$ cat config.mk
export PLATFORM = sky130hd
export DESIGN_NAME = fetch_top
export DESIGN_NICKNAME = d
export VERILOG_FILES = /design/src/fetch_pkg.sv /design/src/fetch_ctrl.sv /design/src/instr_buffer.sv /design/src/issue_reg.sv /design/src/fetch_top.sv
export VERILOG_INCLUDE_DIRS = /design/src
export SDC_FILE = /design/constraint.sdc
export NUM_CORES = 1
export LEC_CHECK = 0
export BUFFER_PORTS_ARGS = -buffer_cell sky130_fd_sc_hd__buf_4
export CAP_MARGIN = 20
export CORE_UTILIZATION = 29
export DETAILED_ROUTE_END_ITERATION = 8
export PLACE_DENSITY = 0.56
export SLEW_MARGIN = 40
export SYNTH_ARGS = -nofsm -noshare
export SYNTH_HDL_FRONTEND = slang
export SYNTH_SLANG_ARGS = --single-unit
$ cat constraint.sdc
create_clock -name clock -period 8.9 [get_ports clock]
set_input_delay 0.89 -clock clock [delete_from_list [all_inputs] [get_ports clock]]
set_output_delay 0.89 -clock clock [all_outputs]
set_load 0.05 [all_outputs]
$ cat src/fetch_macros.svh
`ifndef FETCH_MACROS_SVH
`define FETCH_MACROS_SVH

// Halfword entries in the instruction ring, a power of two of at least 16.
`define FETCH_BUFFER_DEPTH 16

// First fetch address after reset.
`define FETCH_RESET_PC 32'h0000_1000

// Above this occupancy fetch holds off, leaving room for one more response.
`define FETCH_STALL_LEVEL (`FETCH_BUFFER_DEPTH - 8)

`endif

$ cat src/fetch_pkg.sv
package fetch_pkg;

  // ********************
  // Fetch controller
  // ********************

  typedef enum logic [1:0] {
    fetch_idle    = 2'd0, // Waiting for room in the buffer.
    fetch_request = 2'd1, // Request presented to memory.
    fetch_wait    = 2'd2  // Response outstanding.
  } fetch_state_t;

  // ********************
  // Realigned instruction
  // ********************

  // A 16-bit instruction keeps zero in the upper half of instr.
  typedef struct packed {
    logic [31:0] pc;
    logic [31:0] instr;
  } slot_t;

endpackage

$ cat src/fetch_ctrl.sv
`timescale 1ns/1ps
`include "fetch_macros.svh"

module fetch_ctrl import fetch_pkg::*; (
  input  logic        clock,
  input  logic        reset,
  output logic        mem_req_valid,
  output logic [31:0] mem_req_addr,
  input  logic        mem_req_ready,
  input  logic        mem_resp_valid,
  input  logic        redirect,
  input  logic [31:0] redirect_pc,
  input  logic        buf_stall,
  output logic        buf_fill_valid,
  output logic [31:0] buf_fill_pc,
  output logic        flush
);

  fetch_state_t state;
  fetch_state_t state_next;
  logic [31:0]  fetch_pc;
  logic [31:0]  inflight_pc;
  logic         drop;
  logic         req_fire;

  assign req_fire = mem_req_valid && mem_req_ready;

  always_comb begin
    state_next = state;
    case (state)
      fetch_idle: begin
        if (!buf_stall) begin
          state_next = fetch_request;
        end
      end
      fetch_request: begin
        if (req_fire) begin
          state_next = fetch_wait;
        end
      end
      fetch_wait: begin
        if (mem_resp_valid) begin
          state_next = buf_stall ? fetch_idle : fetch_request;
        end
      end
      default: begin
        state_next = fetch_idle;
      end
    endcase
  end

  always_ff @(posedge clock) begin
    if (!reset) begin
      state    <= fetch_idle;
      fetch_pc <= `FETCH_RESET_PC;
      drop     <= 1'b0;
    end else begin
      state <= state_next;
      if (redirect) begin
        fetch_pc <= {redirect_pc[31:3], 3'b000};
        // A request still in flight now belongs to the old stream.
        drop     <= (state == fetch_wait && !mem_resp_valid) || req_fire;
      end else begin
        if (req_fire) begin
          fetch_pc <= fetch_pc + 32'd8;
        end
        if (mem_resp_valid) begin
          drop <= 1'b0;
        end
      end
    end
  end

  always_ff @(posedge clock) begin
    if (req_fire) begin
      inflight_pc <= mem_req_addr;
    end
  end

  assign mem_req_valid  = (state == fetch_request);
  assign mem_req_addr   = fetch_pc;
  assign buf_fill_valid = mem_resp_valid && !drop; // Stale responses never reach the buffer.
  assign buf_fill_pc    = inflight_pc;
  assign flush          = redirect;

  a_req_stable: assert property (@(posedge clock) disable iff (!reset)
    mem_req_valid && !mem_req_ready && !redirect |=>
      mem_req_valid && $stable(mem_req_addr))
    else $error("mem_req_addr changed before the request transferred");

endmodule

$ cat src/instr_buffer.sv
`timescale 1ns/1ps
`include "fetch_macros.svh"

module instr_buffer import fetch_pkg::*; (
  input  logic        clock,
  input  logic        reset,
  input  logic        flush,
  input  logic        fill_valid,
  input  logic [31:0] fill_pc,
  input  logic [63:0] fill_data,
  input  logic        hold,
  output logic        stall,
  output logic        out_ready0,
  output logic [31:0] out_pc0,
  output logic [31:0] out_instr0,
  output logic        out_ready1,
  output logic [31:0] out_pc1,
  output logic [31:0] out_instr1
);

  localparam int depth = `FETCH_BUFFER_DEPTH;
  localparam int idx_w = $clog2(depth);

  logic [15:0]      ring_half [depth];
  logic [31:0]      ring_pc [depth];
  logic [idx_w-1:0] wr_idx;
  logic [idx_w-1:0] rd_idx;
  logic [idx_w:0]   count;

  logic [15:0] half [4];
  logic [31:0] half_pc [3];
  logic        comp0;
  logic        comp1;
  logic [15:0] head1;
  logic [15:0] tail1;
  logic [31:0] head1_pc;
  logic [2:0]  len0;
  logic [2:0]  len1;
  logic [2:0]  used;
  logic [2:0]  consume;
  logic [2:0]  fill_add;
  slot_t       slot0;
  slot_t       slot1;

  // ********************
  // Ring storage
  // ********************

  always_ff @(posedge clock) begin
    if (fill_valid && !flush) begin
      for (int i = 0; i < 4; i++) begin
        ring_half[wr_idx + idx_w'(i)] <= fill_data[16*i +: 16];
        ring_pc[wr_idx + idx_w'(i)]   <= fill_pc + 32'(2 * i);
      end
    end
  end

  always_comb begin
    for (int k = 0; k < 4; k++) begin
      half[k] = ring_half[rd_idx + idx_w'(k)];
    end
    for (int k = 0; k < 3; k++) begin
      half_pc[k] = ring_pc[rd_idx + idx_w'(k)];
    end
  end

  // ********************
  // Realignment
  // ********************

  assign comp0    = (half[0][1:0] != 2'b11);
  assign len0     = comp0 ? 3'd1 : 3'd2;
  assign head1    = comp0 ? half[1] : half[2]; // Second instruction starts after the first.
  assign tail1    = comp0 ? half[2] : half[3];
  assign head1_pc = comp0 ? half_pc[1] : half_pc[2];
  assign comp1    = (head1[1:0] != 2'b11);
  assign len1     = comp1 ? 3'd1 : 3'd2;

  // Entries past the count are never examined.
  assign out_ready0 = (count != '0) && (count >= (idx_w+1)'(len0));
  assign out_ready1 = (count != '0) && (count > (idx_w+1)'(len0)) &&
                      (count >= (idx_w+1)'(len0 + len1));

  assign slot0 = '{pc: half_pc[0], instr: comp0 ? {16'h0000, half[0]} : {half[1], half[0]}};
  assign slot1 = '{pc: head1_pc, instr: comp1 ? {16'h0000, head1} : {tail1, head1}};

  assign out_pc0    = slot0.pc;
  assign out_instr0 = slot0.instr;
  assign out_pc1    = slot1.pc;
  assign out_instr1 = slot1.instr;

  always_comb begin
    if (out_ready1) begin
      used = len0 + len1;
    end else if (out_ready0) begin
      used = len0;
    end else begin
      used = 3'd0;
    end
  end

  assign consume  = hold ? 3'd0 : used; // The issue register is full and waiting.
  assign fill_add = fill_valid ? 3'd4 : 3'd0;

  always_ff @(posedge clock) begin
    if (!reset || flush) begin
      wr_idx <= '0;
      rd_idx <= '0;
      count  <= '0;
    end else begin
      if (fill_valid) begin
        wr_idx <= wr_idx + idx_w'(4);
      end
      rd_idx <= rd_idx + idx_w'(consume);
      count  <= count + (idx_w+1)'(fill_add) - (idx_w+1)'(consume);
    end
  end

  assign stall = (count > (idx_w+1)'(`FETCH_STALL_LEVEL));

  a_count_bound: assert property (@(posedge clock) disable iff (!reset)
    count <= (idx_w+1)'(depth))
    else $error("instr_buffer holds more halfwords than its depth");

  a_slot_order: assert property (@(posedge clock) disable iff (!reset)
    out_ready1 |-> out_ready0)
    else $error("second slot offered without the first");

endmodule

$ cat src/issue_reg.sv
`timescale 1ns/1ps

module issue_reg import fetch_pkg::*; (
  input  logic        clock,
  input  logic        reset,
  input  logic        flush,
  input  logic        in_ready0,
  input  logic [31:0] in_pc0,
  input  logic [31:0] in_instr0,
  input  logic        in_ready1,
  input  logic [31:0] in_pc1,
  input  logic [31:0] in_instr1,
  input  logic        issue_ready,
  output logic        hold,
  output logic        issue_valid,
  output logic        issue_pair,
  output logic [31:0] issue_pc0,
  output logic [31:0] issue_instr0,
  output logic [31:0] issue_pc1,
  output logic [31:0] issue_instr1
);

  slot_t entry0;
  slot_t entry1;
  logic  valid0;
  logic  valid1;
  logic  load;

  assign hold = valid0 && !issue_ready;
  assign load = !hold; // Empty, or the current pair leaves this edge.

  always_ff @(posedge clock) begin
    if (!reset || flush) begin
      valid0 <= 1'b0;
      valid1 <= 1'b0;
    end else if (load) begin
      valid0 <= in_ready0;
      valid1 <= in_ready1;
    end
  end

  always_ff @(posedge clock) begin
    if (load) begin
      entry0 <= '{pc: in_pc0, instr: in_instr0};
      entry1 <= '{pc: in_pc1, instr: in_instr1};
    end
  end

  assign issue_valid  = valid0;
  assign issue_pair   = valid1;
  assign issue_pc0    = entry0.pc;
  assign issue_instr0 = entry0.instr;
  assign issue_pc1    = entry1.pc;
  assign issue_instr1 = entry1.instr;

  a_issue_stable: assert property (@(posedge clock) disable iff (!reset)
    issue_valid && !issue_ready && !flush |=>
      issue_valid && $stable(issue_pair) && $stable(entry0) && $stable(entry1))
    else $error("issue outputs changed under back-pressure");

endmodule

$ cat src/fetch_top.sv
`timescale 1ns/1ps

module fetch_top (
  input  logic        clock,
  input  logic        reset,
  output logic        mem_req_valid,
  output logic [31:0] mem_req_addr,
  input  logic        mem_req_ready,
  input  logic        mem_resp_valid,
  input  logic [63:0] mem_resp_data,
  input  logic        redirect,
  input  logic [31:0] redirect_pc,
  output logic        issue_valid,
  output logic [31:0] issue_pc0,
  output logic [31:0] issue_instr0,
  output logic        issue_pair,
  output logic [31:0] issue_pc1,
  output logic [31:0] issue_instr1,
  input  logic        issue_ready
);

  logic        buf_fill_valid;
  logic [31:0] buf_fill_pc;
  logic        buf_stall;
  logic        flush;
  logic        hold;
  logic        out_ready0;
  logic [31:0] out_pc0;
  logic [31:0] out_instr0;
  logic        out_ready1;
  logic [31:0] out_pc1;
  logic [31:0] out_instr1;

  fetch_ctrl u_fetch_ctrl (
    .clock          (clock),
    .reset          (reset),
    .mem_req_valid  (mem_req_valid),
    .mem_req_addr   (mem_req_addr),
    .mem_req_ready  (mem_req_ready),
    .mem_resp_valid (mem_resp_valid),
    .redirect       (redirect),
    .redirect_pc    (redirect_pc),
    .buf_stall      (buf_stall),
    .buf_fill_valid (buf_fill_valid),
    .buf_fill_pc    (buf_fill_pc),
    .flush          (flush)
  );

  // Response data goes straight into the ring, tagged by the controller.
  instr_buffer u_instr_buffer (
    .clock      (clock),
    .reset      (reset),
    .flush      (flush),
    .fill_valid (buf_fill_valid),
    .fill_pc    (buf_fill_pc),
    .fill_data  (mem_resp_data),
    .hold       (hold),
    .stall      (buf_stall),
    .out_ready0 (out_ready0),
    .out_pc0    (out_pc0),
    .out_instr0 (out_instr0),
    .out_ready1 (out_ready1),
    .out_pc1    (out_pc1),
    .out_instr1 (out_instr1)
  );

  issue_reg u_issue_reg (
    .clock        (clock),
    .reset        (reset),
    .flush        (flush),
    .in_ready0    (out_ready0),
    .in_pc0       (out_pc0),
    .in_instr0    (out_instr0),
    .in_ready1    (out_ready1),
    .in_pc1       (out_pc1),
    .in_instr1    (out_instr1),
    .issue_ready  (issue_ready),
    .hold         (hold),
    .issue_valid  (issue_valid),
    .issue_pair   (issue_pair),
    .issue_pc0    (issue_pc0),
    .issue_instr0 (issue_instr0),
    .issue_pc1    (issue_pc1),
    .issue_instr1 (issue_instr1)
  );

endmodule

## After elaboration in Yosys (flattened, before gate mapping)

Memory sizes are Yosys's and may differ from the RTL's. A register that Yosys moved wholly into a read port is not among the register bits.
Index checks and enable logic that the tools add are counted.

| word-level totals | value |
|---|---|
| output and inout bits | 163 |
| bits of input ports | 102 |
| logic and storage cells | 88 |
| register bits | 178 |
| memories kept | 2 |
| memory bits (writable) | 768 |

| cells by class | value |
|---|---|
| $lt $le $gt $ge | 4 |
| reductions and logical operators | 22 |
| add/sub/neg operators | 16 |
| equal/unequal tests | 7 |
| muxes and demuxes | 21 |
| bitwise operators | 1 |

Memories:

| name | words | bits a word | read ports | clocked after Yosys merged registers in | write ports | line | RTL |
|---|---|---|---|---|---|---|---|
| u_instr_buffer.ring_pc | 16 | 32 | 3 | 1 | 4 | instr_buffer.sv:25 | `logic [31:0] ring_pc [depth];` |
| u_instr_buffer.ring_half | 16 | 16 | 4 | 1 | 4 | instr_buffer.sv:24 | `logic [15:0] ring_half [depth];` |

Operators with widths:

| operator | count |
|---|---|
| 32-bit 2-to-1 mux | 3 |
| 32-bit by 3-bit adder with 32-bit output (second input constant) | 2 |
| 32-bit by 2-bit adder with 32-bit output (second input constant) | 1 |
| 32-bit by 4-bit adder with 32-bit output (second input constant) | 1 |
| 16-bit 2-to-1 mux | 2 |
| 4-bit by 2-bit adder with 4-bit output (second input constant) | 4 |
| 3-bit 2-to-1 mux | 4 |
| 2-bit 2-to-1 mux | 5 |
| 2-bit != test (second input constant) | 5 |
| 4-bit by 1-bit adder with 4-bit output (second input constant) | 2 |
| 1-bit logical AND | 8 |
| 1-bit zero test | 6 |
| 2-bit one-hot mux with 3 select lines | 1 |
| 5-bit by 3-bit adder with 5-bit output | 1 |
| 5-bit by 3-bit greater-or-equal comparator with 1-bit output | 1 |
| 5-bit greater-or-equal comparator | 1 |
| 5-bit by 3-bit greater-than comparator with 1-bit output | 1 |
| 5-bit by 4-bit greater-than comparator with 1-bit output (second input constant) | 1 |
| 1-bit 2-to-1 mux | 5 |
| 5-bit nonzero test | 1 |
| 5-bit by 3-bit subtractor with 5-bit output | 1 |
| 3-bit by 3-bit adder with 4-bit output | 1 |
| 4-bit by 3-bit adder with 4-bit output | 1 |
| 4-bit by 3-bit adder with 4-bit output (second input constant) | 1 |
| other kinds (10) | 12 |

## Longest topological paths before layout

An unclocked memory read counts as a cell.

| logic depth | value |
|---|---|
| word-level depth | 12 |
| depth in mapped cells | 28 |
| mapped depth without buffers | 21 |

## By module

Synthesis repeated with hierarchy kept, for this count alone.

| unflattened totals | value |
|---|---|
| cell total of the unflattened synthesis | 2674 |
| area, all modules | 51279.2 µm² |

By module, submodules not included:

| module | sequential area each (µm²) | cells an instance | instances | area an instance (µm²) |
|---|---|---|---|---|
| instr_buffer | 22681.8 | 2278 | 1 | 44619.0 |
| issue_reg | 3883.7 | 137 | 1 | 3928.8 |
| fetch_ctrl | 1511.4 | 259 | 1 | 2731.4 |

## Worst setup path before layout

OpenSTA, ideal clock, no wires.

| timing | value |
|---|---|
| path type | in2reg |
| from | in issue_ready |
| to | reg u_instr_buffer.count[4] |
| slack | 2032 ps |
| library setup time | 128 ps |
| data required time | 8772 ps |
| buffers on the path | 0 |
| cell stages on the path | 10 |
| arrival time | 6741 ps |
| cells stage by stage | nand2b_1 > o311ai_0 > nor2_1 > fa_1 > inv_1 > ha_1 > a21o_1 > a21oi_1 > xnor2_1 > nor2_1 |

| between the ends | value |
|---|---|
| longest elaborated chain between the ends | 4 |

RTL lines:

| element | line | RTL |
|---|---|---|
| start, declared | fetch_top.sv:19 | `input logic issue_ready` |
| 1-bit zero test | issue_reg.sv:29 | `assign hold = valid0 && !issue_ready;` |
| 1-bit logical AND | issue_reg.sv:29 |  |
| 3-bit 2-to-1 mux | instr_buffer.sv:102 | `assign consume = hold ? 3'd0 : used;` |
| 5-bit by 3-bit subtractor with 5-bit output | instr_buffer.sv:115 | `count <= count + (idx_w+1)'(fill_add) - (idx_w+1)'(consume);` |
| end signal, assigned | instr_buffer.sv:115 |  |
| end, declared | instr_buffer.sv:28 | `logic [idx_w:0] count;` |

Every way passes these cells.
A chain may end at the register's enable or synchronous reset.

## Final worst setup path

| timing | value |
|---|---|
| from | reg u_instr_buffer.rd_idx[0] |
| to | reg u_instr_buffer.count[4] |

| between the ends | value |
|---|---|
| longest elaborated chain between the ends | 11 |
| elaborated cells on any way between the ends | 13 |
| those cells by class | 5 x add/sub; 1 x order compare; 1 x eq/ne; 4 x mux; 1 x reduce/logical; 1 x memory |

RTL lines:

| element | line | RTL |
|---|---|---|
| start, declared | instr_buffer.sv:27 | `logic [idx_w-1:0] rd_idx;` |
| start signal, assigned | instr_buffer.sv:114 | `rd_idx <= rd_idx + idx_w'(consume);` |
| 4-bit by 2-bit adder with 4-bit output or 4-bit by 1-bit adder with 4-bit output (tied branches) | instr_buffer.sv:60 | `half[k] = ring_half[rd_idx + idx_w'(k)];` |
| memory 16 x 16 bit * | n/a |  |
| 16-bit 2-to-1 mux * | instr_buffer.sv:73 | `assign head1 = comp0 ? half[1] : half[2];` |
| 2-bit != test * | instr_buffer.sv:76 | `assign comp1 = (head1[1:0] != 2'b11);` |
| 2-bit 2-to-1 mux * | instr_buffer.sv:77 | `assign len1 = comp1 ? 3'd1 : 3'd2;` |
| 3-bit by 3-bit adder with 4-bit output | instr_buffer.sv:82 | `(count >= (idx_w+1)'(len0 + len1));` |
| 5-bit greater-or-equal comparator | instr_buffer.sv:82 |  |
| 1-bit logical AND | instr_buffer.sv:81 | `assign out_ready1 = (count != '0) && (count > (idx_w+1)'(len0)) &&` |
| 3-bit 2-to-1 mux * | instr_buffer.sv:93 | `if (out_ready1) begin` |
| 3-bit 2-to-1 mux * | instr_buffer.sv:102 |  |
| 5-bit by 3-bit subtractor with 5-bit output * | instr_buffer.sv:115 |  |

Mark *: on every way between the ends. The rest lies on a longest branch, timed or not.

==> impl_metrics.env <==
export IMPL_status="finished, final reports clean"
export IMPL_rows=116
export IMPL_path_clk_slew_ns=0.07
export IMPL_slew_limit_headroom_pct=44.7
export IMPL_max_freq_ghz=0.150
export IMPL_max_cap_violations=0
export IMPL_min_period_ns=6.68
export IMPL_yosysTopAreaCell="edfxtp_1"
export IMPL_clockBufferDepth=3
export IMPL_switching_share_pct=35.9
export IMPL_report_power_total_uw=10600
export IMPL_p_switching_uw=3790
export IMPL_cts_resized=0
export IMPL_ctsRootBufferMaster="clkbuf_16"
export IMPL_viasPerCell=5.29
export IMPL_synth_top_area_share_pct=53.4
export IMPL_gr_usage_met2_pct=26.6
export IMPL_routed_via_count=16683
export IMPL_place_gp_congestion=0.798
export IMPL_die_w_um=322
export IMPL_busiest_layer="met2"
export IMPL_io_buffer_count=256
export IMPL_post_cts_setup_buffer_count=0
export IMPL_nets=1877
export IMPL_period_share_pct=75.1
export IMPL_synth_flop_cell="edfxtp_1"
export IMPL_cp_required_ns=9.41
export IMPL_crit_path_start_kind="flop"
export IMPL_critPathArrivalTime_ns=7.19
export IMPL_p_clk_share_pct=24.2
export IMPL_synth_area_leaders="edfxtp_1, mux4_2, dfxtp_1, mux2_4, mux2i_1"
export IMPL_use_met3_pct=3.12
export IMPL_setup_viol=0
export IMPL_fillCellCount=9408
export IMPL_pin_count=265
export IMPL_fin_skew_ns=0.0188
export IMPL_endpoint_kind="flop"
export IMPL_synth_cell_type_count=61
export IMPL_worstMarginPinSlew_ns=0.830
export IMPL_powerDensity_nw_per_um2=302
export IMPL_ctsHoldBuffers=0
export IMPL_comb_power_share_pct=41.9
export IMPL_htreeDepth=2
export IMPL_start_util_pct=29.4
export IMPL_synth_xor_area_share_pct=1.16
export IMPL_core_sq_um=101000
export IMPL_avgSynthCellArea_sq_um=19.5
export IMPL_grt_max_degree=70
export IMPL_min_path_cells=1
export IMPL_final_cell_count_no_fill=3156
export IMPL_drive_gt1_share_pct=47.1
export IMPL_yosys_area_share_simple_pct=2.65
export IMPL_pwr_share_seq_pct=33.9
export IMPL_synth_compound_area_share_pct=2.21
export IMPL_irDropWorstVdd_uv=258
export IMPL_synth_edf_count=527
export IMPL_dpl_cell_count=3041
export IMPL_rr_worst_depth=21
export IMPL_cp_max_fo=47
export IMPL_slew_viol_final=0
export IMPL_finalWirelength_um=79800
export IMPL_synth_cells=1517
export IMPL_ant_nets=0
export IMPL_ys_seq_area_share_pct=56.4
export IMPL_ys_warnings_count=0
export IMPL_leakage_uw=0.0113
export IMPL_synth_top_family_by_area="multiplexers"
export IMPL_die_h_um=322
export IMPL_r2r_slack_ns=2.22
export IMPL_die_area_sq_um=103000
export IMPL_first_iter_violations=1361
export IMPL_critPathKind="flop to flop"
export IMPL_post_place_ws_ns=1.62
export IMPL_synthMuxAreaShare_pct=33.6
export IMPL_power_internal_uw=6780
export IMPL_antenna_found_initial=6
export IMPL_synthArstFlopShare_pct=0
export IMPL_clock_sinks=572
export IMPL_numCtsBuffers=59
export IMPL_syn2layout_area_growth_pct=18.2
export IMPL_cts_tree="done"
export IMPL_dp_hpwl_um=52500
export IMPL_routedWlPerCell_um=25.3
export IMPL_setup_tns_ns=0
export IMPL_hold_viol=0
export IMPL_grt_pass1_vias=17301
export IMPL_synth_seq_cells=572
export IMPL_rsz0062_at_grt="no"
export IMPL_overflow=0
export IMPL_drt_pass1_iterations=5
export IMPL_clk_latency_ns=0.63
export IMPL_grt_use_total_pct=15.1
export IMPL_grt_pass1_wl_um=116000
export IMPL_grtUsageMet1_pct=18.5
export IMPL_synth_fa_ha_area_share_pct=1.26
export IMPL_setup_slack_ns=2.22
export IMPL_holdCritPathClass="input port to flop"
export IMPL_netlist_area_sq_um=29600
export IMPL_hold_worst_slack_ns=0.467
export IMPL_route_detailed_drc=0
layout make-up:
cell class / instances / area [sq um] / share of cell area, %
antenna: 3 / 7.51 / 0.0214
clock buffer: 63 / 1490 / 4.26
clock inverter: 47 / 498 / 1.42
inverter: 28 / 115 / 0.329
multi-input combinational: 799 / 12200 / 34.9
sequential: 572 / 16700 / 47.8
tap: 1357 / 1700 / 4.85
timing repair buffer: 287 / 2250 / 6.41
routing by layer:
| metal | up-vias | part of all wire, % |
|---|---|---|
| li1 | 6996 | - |
| met1 | 8898 | 38 |
| met2 | 654 | 52 |
| met3 | 129 | 6.9 |
| met4 | 6 | 2.6 |
| met5 | - | 0.044 |
path summary, 6_finish.rpt:
| kind | start | endpoint |
|---|---|---|
| setup / recovery | u_instr_buffer.rd_idx[0]$_SDFF_PP0_ | u_instr_buffer.count[4]$_SDFF_PP0_ |
| hold / removal | mem_resp_data[35] | u_instr_buffer.ring_half[6][3]$_DFFE_PP_ |
| setup reg to reg | u_instr_buffer.rd_idx[0]$_SDFF_PP0_ | u_instr_buffer.count[4]$_SDFF_PP0_ |
| hold reg to reg | u_fetch_ctrl.mem_req_addr[31]$_SDFFE_PN0P_ | u_fetch_ctrl.buf_fill_pc[31]$_DFFE_PP_ |
cells in the mapped netlist (5+ instances only):
library cell,n
buf_6,11
o21ai_0,15
nand3_1,8
edfxtp_1,527
buf_2,46
nand2b_1,13
buf_4,14
and2_1,24
mux2_4,41
a32o_1,16
o211a_1,12
xor2_1,13
inv_1,25
nand4_1,8
a21oi_1,24
mux2_2,16
xnor2_1,23
buf_1,8
nor4_1,13
nand2_1,22
nor2b_1,5
mux2i_1,61
nor2_1,19
clkbuf_1,41
dfxtp_1,45
and3_1,8
ha_1,25
nor3_1,10
mux4_2,377
power by group through the flow:
stage	Combinational, uW	Sequential [uW]	Clock [uW]
2_1_floorplan	2530	4380	0
3_3_place_gp	4380	3650	0
3_5_place_dp	4430	3660	0
4_1_cts	4440	3610	2620
5_1_grt	4660	3610	2720
6_report	4430	3580	2550
state kept, by name, indices dropped and copies added (netlist names), 2 cells and up:
name	cells
u_fetch_ctrl.mem_req_addr	29
u_instr_buffer.ring_half	256
u_issue_reg.issue_instr1	32
u_instr_buffer.wr_idx	2
u_instr_buffer.count	5
u_issue_reg.issue_pc1	31
u_instr_buffer.ring_pc	116
u_issue_reg.issue_pc0	31
u_fetch_ctrl.state	2
u_instr_buffer.rd_idx	4
u_fetch_ctrl.buf_fill_pc	29
u_issue_reg.issue_instr0	32
cells in the final DEF (no fill, tap or decap), types with 4 or more instances in the layout:
cell,n
and3_4,4
inv_6,11
inv_1,25
nor2_1,18
and3_1,4
mux2i_1,61
and2_1,23
bufinv_16,8
nor4_1,13
nand2_1,22
dfxtp_1,41
buf_6,9
conb_1,5
ha_1,23
nand2b_1,12
nor2b_1,5
clkinv_2,9
clkinv_4,4
edfxtp_1,527
clkinv_1,8
a32o_1,16
clkbuf_1,4
clkinvlp_4,8
nor3_1,10
buf_4,274
nand3_1,8
mux2_2,16
nand4_1,8
a21oi_1,24
o21ai_0,15
mux2_4,41
xor2_1,12
clkbuf_16,59
mux4_2,377
o211a_1,12
xnor2_1,21
logic make-up (layout without fill, tap and decap cells):
group	Yosys count	in the layout
flip-flops	572	572
multiplexers	498	498
buffers and inverters	150	425
AND/OR/NAND/NOR	143	143
AO/OA/AOI/OAI	88	88
XOR/XNOR	37	37
adder cells (fa/ha/maj)	28	28
other	1	8
through the flow:
step           instance area [sq um]  util [%]
2_1_floorplan                  29600         -
6_report                       35000      34.8
5_1_grt                        35000      34.8
3_5_place_dp                   33000      32.7
3_3_place_gp                   32900      32.7
4_1_cts                        35000      34.7
worst max-delay path, cell delays in order, from the launching register on:
cell      delay, ns
dfxtp_4        0.50
inv_1          0.35
ha_4           0.93
mux4_2         0.60
mux2i_1        0.21
a222oi_1       0.16
and2_1         0.22
mux2_2         0.31
ha_1           0.34
ha_1           0.29
or3b_2         0.19
a21boi_0       0.07
o21a_1         0.19
o311ai_1       0.59
nor2_1         0.18
fa_1           0.52
inv_1          0.07
ha_1           0.29
a21o_1         0.16
a21oi_1        0.18
xnor2_1        0.14
nor2_1         0.05
Power figures use the tool's default switching activity.
